$ cat src/verilog/adc_pkg.sv
// adc capture package: widths, fifo depth, lane and frame types, deserializer phase enum

package adc_pkg;

  // ----------------------------------------
  // sizes
  // ----------------------------------------
  localparam int sample_width  = 8;              // bits per adc sample
  localparam int num_channels  = 4;              // di_d, di, dq_d, dq
  localparam int deser_ratio   = 4;              // samples per channel per frame
  localparam int num_sync_bits = deser_ratio;    // one sync bit per slot
  localparam int num_ovr_bits  = 2;              // first half, second half

  localparam int chan_bits  = deser_ratio * sample_width;  // 32, one channel in a frame
  localparam int data_bits  = num_channels * chan_bits;    // 128
  localparam int frame_width = num_sync_bits + num_ovr_bits + data_bits;  // 134

  localparam int fifo_depth      = 8;  // frames
  localparam int fifo_addr_width = 3;  // log2 of fifo_depth

  // extra pipeline stage between deserializer and fifo, helps timing
  localparam bit extra_reg_en = 1'b1;

  // ----------------------------------------
  // types
  // ----------------------------------------
  typedef logic [sample_width-1:0] adc_sample_t;

  // one channel of a frame, index 0 oldest, newest at the top bits
  typedef adc_sample_t [deser_ratio-1:0] adc_chan_t;

  // what the adc presents every adc_clk
  typedef struct packed {
    adc_sample_t di_d;
    adc_sample_t di;
    adc_sample_t dq_d;
    adc_sample_t dq;
    logic        sync;       // level, sampled once per slot
    logic        overrange;  // level
  } adc_lanes_t;             // 34 bits

  // flat fifo word, top down: sync[3:0], ovr[1:0], dq, dq_d, di, di_d
  typedef logic [frame_width-1:0] adc_fifo_word_t;

  // user side view, every array reads left to right in arrival order
  typedef struct packed {
    adc_sample_t [0:deser_ratio-1] di_d;
    adc_sample_t [0:deser_ratio-1] di;
    adc_sample_t [0:deser_ratio-1] dq_d;
    adc_sample_t [0:deser_ratio-1] dq;
    logic [0:num_sync_bits-1]      sync;       // [0] = slot 0
    logic [0:num_ovr_bits-1]       overrange;  // [0] = first half
  } adc_user_frame_t;                          // 134 bits

  // sample slot within a frame
  typedef enum logic [1:0] {
    ph0,
    ph1,
    ph2,
    ph3
  } deser_phase_e;

endpackage

$ cat src/verilog/adc_sample_deserializer.sv
// adc_sample_deserializer: 4:1 gather of the four adc channels into one fifo frame word

`timescale 1ns/100ps

module adc_sample_deserializer (
  input  logic                    adc_clk,
  input  logic                    dcm_reset,
  input  logic                    ctrl_reset,  // restarts slot counting
  input  adc_pkg::adc_lanes_t     lanes,
  output adc_pkg::adc_fifo_word_t frame_word,
  output logic                    frame_wr     // one cycle per frame
);

  adc_pkg::deser_phase_e phase;  // slot being captured this edge

  adc_pkg::adc_sample_t [adc_pkg::num_channels-1:0] cur;  // this cycle, [0] = di_d
  // last three samples per channel, newest at top
  adc_pkg::adc_sample_t [adc_pkg::deser_ratio-2:0] samp_sr [adc_pkg::num_channels];
  logic [adc_pkg::deser_ratio-2:0] sync_sr;
  logic ovr_first;   // or of overrange over slots 0,1
  logic ovr_second;  // slot 2 only, slot 3 added at pack time

  adc_pkg::adc_chan_t [adc_pkg::num_channels-1:0] chans;  // full frame incl current sample

  adc_pkg::adc_fifo_word_t word_d;
  logic                    wr_d;

  assign cur = {lanes.dq, lanes.dq_d, lanes.di, lanes.di_d};

  always_comb begin
    for (int c = 0; c < adc_pkg::num_channels; c++) begin
      chans[c] = {cur[c], samp_sr[c]};  // slot 3 on top
    end
  end

  // ----------------------------------------
  // slot counter
  // ----------------------------------------
  always_ff @(posedge adc_clk) begin
    if (dcm_reset || ctrl_reset) begin
      phase <= adc_pkg::ph0;  // first edge after release is slot 0
    end else begin
      unique case (phase)
        adc_pkg::ph0: phase <= adc_pkg::ph1;
        adc_pkg::ph1: phase <= adc_pkg::ph2;
        adc_pkg::ph2: phase <= adc_pkg::ph3;
        default:      phase <= adc_pkg::ph0;
      endcase
    end
  end

  // ----------------------------------------
  // sample and flag capture
  // ----------------------------------------
  // shift every cycle, slot alignment comes from phase at pack time
  always_ff @(posedge adc_clk) begin
    for (int c = 0; c < adc_pkg::num_channels; c++) begin
      samp_sr[c] <= {cur[c], samp_sr[c][adc_pkg::deser_ratio-2:1]};
    end
    sync_sr <= {lanes.sync, sync_sr[adc_pkg::deser_ratio-2:1]};

    unique case (phase)
      adc_pkg::ph0: ovr_first  <= lanes.overrange;              // start first half
      adc_pkg::ph1: ovr_first  <= ovr_first | lanes.overrange;
      adc_pkg::ph2: ovr_second <= lanes.overrange;              // start second half
      default:      ovr_second <= ovr_second;                   // ph3 folded in below
    endcase
  end

  // pack on the slot 3 edge
  always_ff @(posedge adc_clk) begin
    if (phase == adc_pkg::ph3) begin
      word_d <= {lanes.sync, sync_sr, ovr_second | lanes.overrange, ovr_first, chans};
    end
  end

  always_ff @(posedge adc_clk) begin
    if (dcm_reset) begin
      wr_d <= 1'b0;
    end else begin
      wr_d <= (phase == adc_pkg::ph3) && !ctrl_reset;  // no frame if realigning
    end
  end

  // ----------------------------------------
  // optional timing register
  // ----------------------------------------
  generate
    if (adc_pkg::extra_reg_en) begin : g_extra_reg
      adc_pkg::adc_fifo_word_t word_q;
      logic                    wr_q;

      always_ff @(posedge adc_clk) begin
        word_q <= word_d;  // payload, no reset
        if (dcm_reset) begin
          wr_q <= 1'b0;
        end else begin
          wr_q <= wr_d;
        end
      end

      assign frame_word = word_q;
      assign frame_wr   = wr_q;
    end else begin : g_no_extra_reg
      assign frame_word = word_d;
      assign frame_wr   = wr_d;
    end
  endgenerate

endmodule

$ cat src/verilog/adc_frame_fifo.sv
// adc_frame_fifo: single clock frame fifo with registered read data and sticky overflow

`timescale 1ns/100ps

module adc_frame_fifo (
  input  logic                    adc_clk,
  input  logic                    dcm_reset,
  input  logic                    wr_en,
  input  adc_pkg::adc_fifo_word_t wr_word,
  input  logic                    rd_en,
  output adc_pkg::adc_fifo_word_t rd_word,   // valid the cycle after the read edge
  output logic                    empty,
  output logic                    full,
  output logic                    overflow   // sticky until dcm_reset
);

  adc_pkg::adc_fifo_word_t mem [adc_pkg::fifo_depth];

  logic [adc_pkg::fifo_addr_width-1:0] wr_ptr;
  logic [adc_pkg::fifo_addr_width-1:0] rd_ptr;
  logic [adc_pkg::fifo_addr_width:0]   count;   // 0..fifo_depth

  logic wr_ok;
  logic rd_ok;

  assign empty = (count == '0);
  assign full  = (count == (adc_pkg::fifo_addr_width + 1)'(adc_pkg::fifo_depth));

  assign wr_ok = wr_en && !full;   // adc cannot stall, frame is lost
  assign rd_ok = rd_en && !empty;  // read on empty ignored

  // ----------------------------------------
  // storage
  // ----------------------------------------
  always_ff @(posedge adc_clk) begin
    if (wr_ok) begin
      mem[wr_ptr] <= wr_word;
    end
    if (rd_ok) begin
      rd_word <= mem[rd_ptr];  // holds last word otherwise
    end
  end

  // ----------------------------------------
  // pointers, count, flags
  // ----------------------------------------
  always_ff @(posedge adc_clk) begin
    if (dcm_reset) begin
      wr_ptr   <= '0;
      rd_ptr   <= '0;
      count    <= '0;
      overflow <= 1'b0;
    end else begin
      if (wr_ok) begin
        wr_ptr <= wr_ptr + 1'b1;  // depth is a power of two, wraps
      end
      if (rd_ok) begin
        rd_ptr <= rd_ptr + 1'b1;
      end

      unique case ({wr_ok, rd_ok})
        2'b10:   count <= count + 1'b1;
        2'b01:   count <= count - 1'b1;
        default: count <= count;  // both or neither
      endcase

      if (wr_en && full) begin
        overflow <= 1'b1;
      end
    end
  end

endmodule

$ cat src/verilog/adc_user_unpacker.sv
// adc_user_unpacker: fifo read control and reorder of frame words into arrival order

`timescale 1ns/100ps

module adc_user_unpacker (
  input  logic                     adc_clk,
  input  logic                     dcm_reset,
  input  logic                     user_hold,  // high = leave frames in the fifo
  input  logic                     empty,
  input  adc_pkg::adc_fifo_word_t  rd_word,
  output logic                     fifo_rd,
  output adc_pkg::adc_user_frame_t user_frame,
  output logic                     user_data_valid
);

  logic rd_pending;  // rd_word holds a fresh frame this cycle

  // flat newest-on-top word to arrival ordered user view
  function automatic adc_pkg::adc_user_frame_t unpack_frame(
    input adc_pkg::adc_fifo_word_t w
  );
    adc_pkg::adc_user_frame_t                       uf;
    adc_pkg::adc_chan_t [adc_pkg::num_channels-1:0] chans;
    chans = w[adc_pkg::data_bits-1:0];  // [0] = di_d ... [3] = dq
    for (int k = 0; k < adc_pkg::deser_ratio; k++) begin
      uf.di_d[k] = chans[0][k];  // slot k
      uf.di[k]   = chans[1][k];
      uf.dq_d[k] = chans[2][k];
      uf.dq[k]   = chans[3][k];
      uf.sync[k] = w[adc_pkg::data_bits + adc_pkg::num_ovr_bits + k];
    end
    for (int h = 0; h < adc_pkg::num_ovr_bits; h++) begin
      uf.overrange[h] = w[adc_pkg::data_bits + h];
    end
    return uf;
  endfunction

  // read as soon as something is there, one frame per cycle max
  assign fifo_rd = !empty && !user_hold;

  // ----------------------------------------
  // output register
  // ----------------------------------------
  always_ff @(posedge adc_clk) begin
    if (dcm_reset) begin
      rd_pending      <= 1'b0;
      user_data_valid <= 1'b0;
    end else begin
      rd_pending      <= fifo_rd;
      user_data_valid <= rd_pending;  // single cycle strobe per frame
    end
  end

  always_ff @(posedge adc_clk) begin
    if (rd_pending) begin
      user_frame <= unpack_frame(rd_word);  // held between frames
    end
  end

endmodule

$ cat src/verilog/adc_capture_top.sv
// adc_capture_top: deserializer, frame fifo and user unpacker for the four channel adc

`timescale 1ns/100ps

module adc_capture_top (
  input  logic                     adc_clk,
  input  logic                     dcm_reset,
  input  logic                     ctrl_reset,
  input  adc_pkg::adc_lanes_t      lanes,
  input  logic                     user_hold,
  output logic                     adc_rst,          // to the adc
  output adc_pkg::adc_user_frame_t user_frame,
  output logic                     user_data_valid,
  output logic                     fifo_overflow
);

  adc_pkg::adc_fifo_word_t frame_word;
  logic                    frame_wr;
  adc_pkg::adc_fifo_word_t rd_word;
  logic                    fifo_rd;
  logic                    fifo_empty;

  assign adc_rst = ctrl_reset;

  // ----------------------------------------
  // adc side
  // ----------------------------------------
  adc_sample_deserializer u_deser (
    .adc_clk    (adc_clk),
    .dcm_reset  (dcm_reset),
    .ctrl_reset (ctrl_reset),
    .lanes      (lanes),
    .frame_word (frame_word),
    .frame_wr   (frame_wr)
  );

  adc_frame_fifo u_fifo (
    .adc_clk   (adc_clk),
    .dcm_reset (dcm_reset),
    .wr_en     (frame_wr),
    .wr_word   (frame_word),
    .rd_en     (fifo_rd),
    .rd_word   (rd_word),
    .empty     (fifo_empty),
    .full      (),
    .overflow  (fifo_overflow)
  );

  // ----------------------------------------
  // user side
  // ----------------------------------------
  adc_user_unpacker u_unpack (
    .adc_clk         (adc_clk),
    .dcm_reset       (dcm_reset),
    .user_hold       (user_hold),
    .empty           (fifo_empty),
    .rd_word         (rd_word),
    .fifo_rd         (fifo_rd),
    .user_frame      (user_frame),
    .user_data_valid (user_data_valid)
  );

endmodule

$ cat config.mk
export PLATFORM = sky130hd
export DESIGN_NAME = adc_capture_top
export DESIGN_NICKNAME = d
export VERILOG_FILES = /design/src/verilog/adc_pkg.sv /design/src/verilog/adc_sample_deserializer.sv /design/src/verilog/adc_frame_fifo.sv /design/src/verilog/adc_user_unpacker.sv /design/src/verilog/adc_capture_top.sv
export SDC_FILE = /design/constraint.sdc
export NUM_CORES = 2
export LEC_CHECK = 0
export BUFFER_PORTS_ARGS = -buffer_cell sky130_fd_sc_hd__clkbuf_2
export CAP_MARGIN = 20
export CORE_UTILIZATION = 43
export DETAILED_ROUTE_END_ITERATION = 8
export PLACE_DENSITY_LB_ADDON = 0.1
export SYNTH_ARGS = -nofsm -noshare
export SYNTH_HDL_FRONTEND = slang
export SYNTH_HIERARCHICAL = 1
export SYNTH_SLANG_ARGS = --single-unit
$ cat constraint.sdc
create_clock -name adc_clk -period 17.53 [get_ports adc_clk]
set_input_delay 0.8765 -clock adc_clk [delete_from_list [all_inputs] [get_ports adc_clk]]
set_output_delay 0.8765 -clock adc_clk [all_outputs]
set_load 0.01 [all_outputs]
### Word level (Yosys, flattened, before mapping)

Memory sizes are Yosys's and may differ from the RTL's. A register that Yosys moved wholly into a read port is not among the register bits.
Cells that the tools add are included.

| cells by class | value |
|---|---|
| add/sub/neg operators | 4 |
| multiply operators | 0 |
| divide/modulo/power cells | 0 |
| order comparisons | 0 |
| eq/ne operators | 6 |
| shift operators | 0 |
| muxes and demuxes | 5 |
| bitwise operators | 2 |
| reductions and logical operators | 14 |

Operators with widths:

| operator | count |
|---|---|
| case mux 4 bit (2 select lines) | 1 |
| adder 3 x 1 -> 3 bit (second input constant) | 2 |
| equality test 2 bit (second input constant) | 3 |
| case mux 2 bit (3 select lines) | 1 |
| logical AND 1 bit | 5 |
| adder 4 x 1 -> 4 bit (second input constant) | 1 |
| equality test 2 x 1 -> 1 bit (second input constant) | 2 |
| equality test 4 bit (second input constant) | 1 |
| zero test 1 bit | 4 |
| zero test 4 bit | 1 |
| nonzero test 2 bit | 2 |
| subtractor 4 x 1 -> 4 bit (second input constant) | 1 |
| zero test 2 bit | 1 |
| two-way mux 1 bit | 2 |
| OR 1 bit | 2 |
| case mux 1 bit (2 select lines) | 1 |
| logical OR 1 bit | 1 |

| word-level totals | value |
|---|---|
| register bits | 424 |
| bits in latches | 0 |
| RAM bits | 1168 |
| memory bits (read-only) | 0 |
| output and inout bits | 137 |
| word-level logic and storage cells | 65 |
| memories kept | 2 |

Memories:

| name | words | bits a word | rd ports | clocked after memory_dff | write ports | RTL line | source |
|---|---|---|---|---|---|---|---|
| u_fifo.mem | 8 | 134 | 1 | 1 | 1 | adc_frame_fifo.sv:17 | `adc_pkg::adc_fifo_word_t mem [adc_pkg::fifo_depth];` |
| u_deser.samp_sr | 4 | 24 | 4 | 0 | 4 | adc_sample_deserializer.sv:18 | `adc_pkg::adc_sample_t [adc_pkg::deser_ratio-2:0] samp_sr [adc_pkg::num_channels];` |

### Logic depth before layout (Yosys ltp)

| logic depth | value |
|---|---|
| depth after elaboration | 6 |
| depth in mapped cells | 10 |
| depth with buffers taken out | 10 |

### By module

The synthesis kept the hierarchy.

Modules (own cells, without submodules):

| module | instances | cells each | area an instance (µm²) | seq. area each (µm²) |
|---|---|---|---|---|
| adc_frame_fifo | 1 | 1756 | 44845.5 | 36434.9 |
| adc_sample_deserializer | 1 | 387 | 8943.6 | 8828.5 |
| adc_user_unpacker | 1 | 139 | 4083.9 | 4063.9 |
| adc_capture_top | 1 | 1 | 7.5 | 0.0 |

### Least setup slack after synthesis

OpenSTA, ideal clock, no wires.

| timing | value |
|---|---|
| path type | register to register |
| from | register u_fifo/count[0] (netlist bit) |
| to | memory u_fifo/mem[0][0] (netlist bit), enable pin |
| library setup time | 956 ps |
| data arrival time | 13429 ps |
| required time | 16574 ps |
| setup slack | 3145 ps |
| stages on the path, launching flop included | 5 |
| buffers on the path | 1 |
| cells stage by stage | dfxtp_1 > or4b_1 > clkbuf_1 > nand2_2 > nor4_1 |

| between the ends | value |
|---|---|
| cells in the longest elaborated chain, start to end | 5 |

RTL lines:

| item | RTL line | source |
|---|---|---|
| from (decl) | adc_frame_fifo.sv:21 | `logic [adc_pkg::fifo_addr_width:0] count;` |
| from (signal assigned) | adc_frame_fifo.sv:62 | `2'b10: count <= count + 1'b1;` |
| from (signal assigned) | adc_frame_fifo.sv:63 | `2'b01: count <= count - 1'b1;` |
| from (signal assigned) | adc_frame_fifo.sv:64 | `default: count <= count;` |
| equality test 4 bit | adc_frame_fifo.sv:27 | `assign full = (count == (adc_pkg::fifo_addr_width + 1)'(adc_pkg::fifo_depth));` |
| zero test 1 bit | adc_frame_fifo.sv:29 | `assign wr_ok = wr_en && !full;` |
| logical AND 1 bit | adc_frame_fifo.sv:29 |  |
| two-way mux 1 bit | adc_frame_fifo.sv:36 | `if (wr_ok) begin` |
| two-way mux 1 bit (implied by the code) | adc_frame_fifo.sv:37 | `mem[wr_ptr] <= wr_word;` |
| to (decl) | adc_frame_fifo.sv:17 |  |

No other way between the ends.

==> impl_metrics.ini <==
[logic_synthesis]
synth-edff-count = 1476
syn_nets = 2331
synth_area_sq_mm = 0.0579
synth_cells = 2283
synthFlopType = edfxtp_1
syn_area_per_cell_sq_um = 25.4
yosysUniqueCellTypes = 34
ys_warn_count = 6
synth_seq_cells = 1726
synthArstFlopShare = 0
yosysSeqAreaShare = 0.852

[routing]
num_vias = 23400
routedWlPerCell_microns = 25.3
drtPass1Iterations = 4
wirelength_microns = 115000
via_per_inst = 5.16
drtAntennaViolNets = 0
drt_iter0_drc = 1537
route.detailed.drc = 0

[run]
drv_cap = 0

[cts]
clk_pin_slew_ns = 0.06
cts_tree = yes
post_cts_resized = 0
hold_buffers = 0
clock_latency_ns = 0.79
cts_buffer_depth = 3
cts.sinks = 1726
post_cts_buffers = 0
h-tree-depth = 4
root_buffer = clkbuf_16
cts_buffers = 175

[placed_design]
dp_slack_ns = 13.21
placed_area_sq_mm = 0.0609
gp_congestion = 0.686
port-buffer-count = 174
dp_hpwl_microns = 57500

[worst_setup_path]
crit_chain = buf_16, buf_4, buf_4, mux4_2, mux2_2
r2r-end = u_fifo/rd_word[28]
timing.rr.start = u_fifo/rd_ptr[0]
critPathCaptureType = flip-flop
start_kind = flip-flop
crit_type = flip-flop to flip-flop
crit_fanout = 45
critPathBufInv = 3
arrival_ns = 4.35
crit_end = u_fifo/rd_word[28]
cp_data_required_time_ns = 18.06
crit_top_cell = buf_4
path_depth = 5
reg2reg_depth = 5
slowest_stage = buf_4
startpoint = u_fifo/rd_ptr[0]
critical_path.top_delay_family = buffers and inverters
cpPeakStageDelay_ns = 0.86
rrSetupSlack_ns = 13.71

[floorplanning]
die_y_microns = 369
placementRows = 134
io_pins = 175
die_w_microns = 369
dieArea_sq_mm = 0.136
coreArea_sq_mm = 0.133
start_util = 0.434

[timing]
hold_viol_final = 0
tns_ns = 0
whs_ns = 0.200
setup_viol = 0
worst_slack_ns = 13.71
tightest_slew_ns = 1.07
fmax_ghz = 0.262
period_share = 0.218
maxSlewHeadroom = 0.285
drv_slew = 0
rsz0062_at_grt = false
period_needed_ns = 3.82
skew_ns = 0.0254

[cells_and_area]
layout.nets = 2656
final_area_sq_mm = 0.0671
syn_to_final_growth_pct = 15.9
fillCellCount = 10500
drive_above_1_share = 0.333

[global_route]
grt_use_total = 0.173
grt_pass1_vias = 25400
grt_max_degree = 155
antenna_found_initial = 3
grt_pass1_wl_microns = 169000
gr-total-overflow = 0

[power_and_ir_drop]
pwr_density_cell_mw_per_mm2 = 123
power.leakage_nw = 21.4
ir_drop_uv = 84.1

[run_status]
status = finished clean

[worst_hold_path]
min-delay-start = lanes[5]
hold_depth = 1
hold_class = input pin to flip-flop
-- logic make-up after synthesis --
logic type               count (synthesis)  synth area share
AO/OA/AOI/OAI                           10           0.00106
XOR/XNOR                                 6          0.000908
adder cells (fa/ha/maj)                 10           0.00229
buffers and inverters                   85           0.00904
flip-flops                            1726             0.852
multiplexers                           403             0.131
AND/OR/NAND/NOR                         43           0.00396
-- state kept, by name, indices dropped and copies added (netlist names) --
| signal | cells |
|---|---|
| u_fifo/count | 4 |
| u_unpack/user_data_valid | 1 |
| u_unpack/rd_pending | 1 |
| u_unpack/user_frame | 134 |
| u_deser/frame_wr | 1 |
| u_deser/sync_sr | 3 |
| u_deser/ovr_first | 1 |
| u_fifo/rd_ptr | 3 |
| u_deser/samp_sr | 96 |
| u_deser/ovr_second | 1 |
| u_fifo/mem | 1072 |
| u_fifo/rd_word | 134 |
| u_deser/phase | 2 |
| u_deser/word_d | 134 |
| u_fifo/overflow | 1 |
| u_deser/frame_word | 134 |
| u_fifo/wr_ptr | 3 |
| u_deser/wr_d | 1 |
-- worst min path at each step --
stage                                         to
after floorplan            u_deser/frame_word[0]
after global placement    u_deser/frame_word[41]
after detailed placement  u_deser/frame_word[21]
after CTS                 u_deser/samp_sr[3][19]
after global routing      u_deser/samp_sr[3][19]
final                     u_deser/samp_sr[3][19]
-- worst reg2reg max path, cell delays in order (launching register included) --
cell and delay [ns]:
dfxtp_4 0.65, buf_16 0.30, buf_4 0.79, buf_4 0.90, mux4_2 0.65, mux2_2 0.28
-- stage by stage --
step / power, mW / util / cells
after floorplan: 4.52 / - / 2283
after global placement: 4.53 / 0.456 / 4195
after detailed placement: 4.53 / 0.457 / 4196
after CTS: 8.38 / 0.502 / 4528
after global routing: 8.54 / 0.503 / 4532
final: 8.28 / 0.503 / 4533
-- where the power goes --
part,switching [mW],total [mW],internal [mW]
combinational,0.00847,0.0130,0.00451
clock,1.52,3.84,2.32
sequential,0.0109,4.43,4.42
-- cell usage after synthesis, types with 5 or more instances --
cell type | n | share of area
buf_2 | 16 | 0.0014
mux4_2 | 268 | 0.10
nor2_1 | 16 | 0.0010
mux2_2 | 134 | 0.026
dfxtp_1 | 250 | 0.086
buf_6 | 24 | 0.0047
clkbuf_1 | 22 | 0.0014
a21oi_1 | 7 | 0.00061
buf_1 | 16 | 0.0010
xor2_1 | 5 | 0.00076
ha_1 | 9 | 0.0019
inv_1 | 6 | 0.00039
edfxtp_1 | 1476 | 0.77
-- placed cells by master (no fill, tap or decap), types with 2 or more instances in the layout --
cell	netlist	layout
edfxtp_1	1476	1476
mux4_2	268	268
dfxtp_1	250	246
clkbuf_16	0	180
clkbuf_2	0	174
mux2_2	134	134
buf_4	1	48
clkbuf_1	22	44
clkinv_2	0	30
bufinv_16	0	23
clkbuf_8	0	21
clkinv_1	0	17
nor2_1	16	13
ha_1	9	8
a21oi_1	7	7
inv_1	6	6
inv_6	0	5
clkinvlp_4	0	5
nor3_2	1	5
xor2_1	5	5
clkinv_8	0	4
nand3_1	4	4
buf_16	0	4
dfxtp_4	0	4
nand2_1	3	3
nor2_4	0	3
diode_2	0	2
or2_2	2	2
nor4_2	1	2
nor3b_1	2	2
nor2b_1	2	2
nand2b_1	2	2
-- layer usage --
layer | GRT usage | part of all wire
met1 | 0.219 | 0.42
met2 | 0.301 | 0.52
met3 | 0.0314 | 0.040
met4 | 0.0547 | 0.023
met5 | 0 | 0
-- layout make-up --
type / instances / area (sq um) / share of cell area
diodes: 2 / 5.00 / 0.0000746
clock buffers: 245 / 4960 / 0.0739
clock inverters: 87 / 1110 / 0.0165
inverters: 6 / 22.5 / 0.000336
multi-input cells: 472 / 8090 / 0.121
flip-flops and latches: 1726 / 49300 / 0.735
well taps: 1768 / 2210 / 0.0330
repair buffers: 227 / 1360 / 0.0203
(Power assumes the default switching activity.)
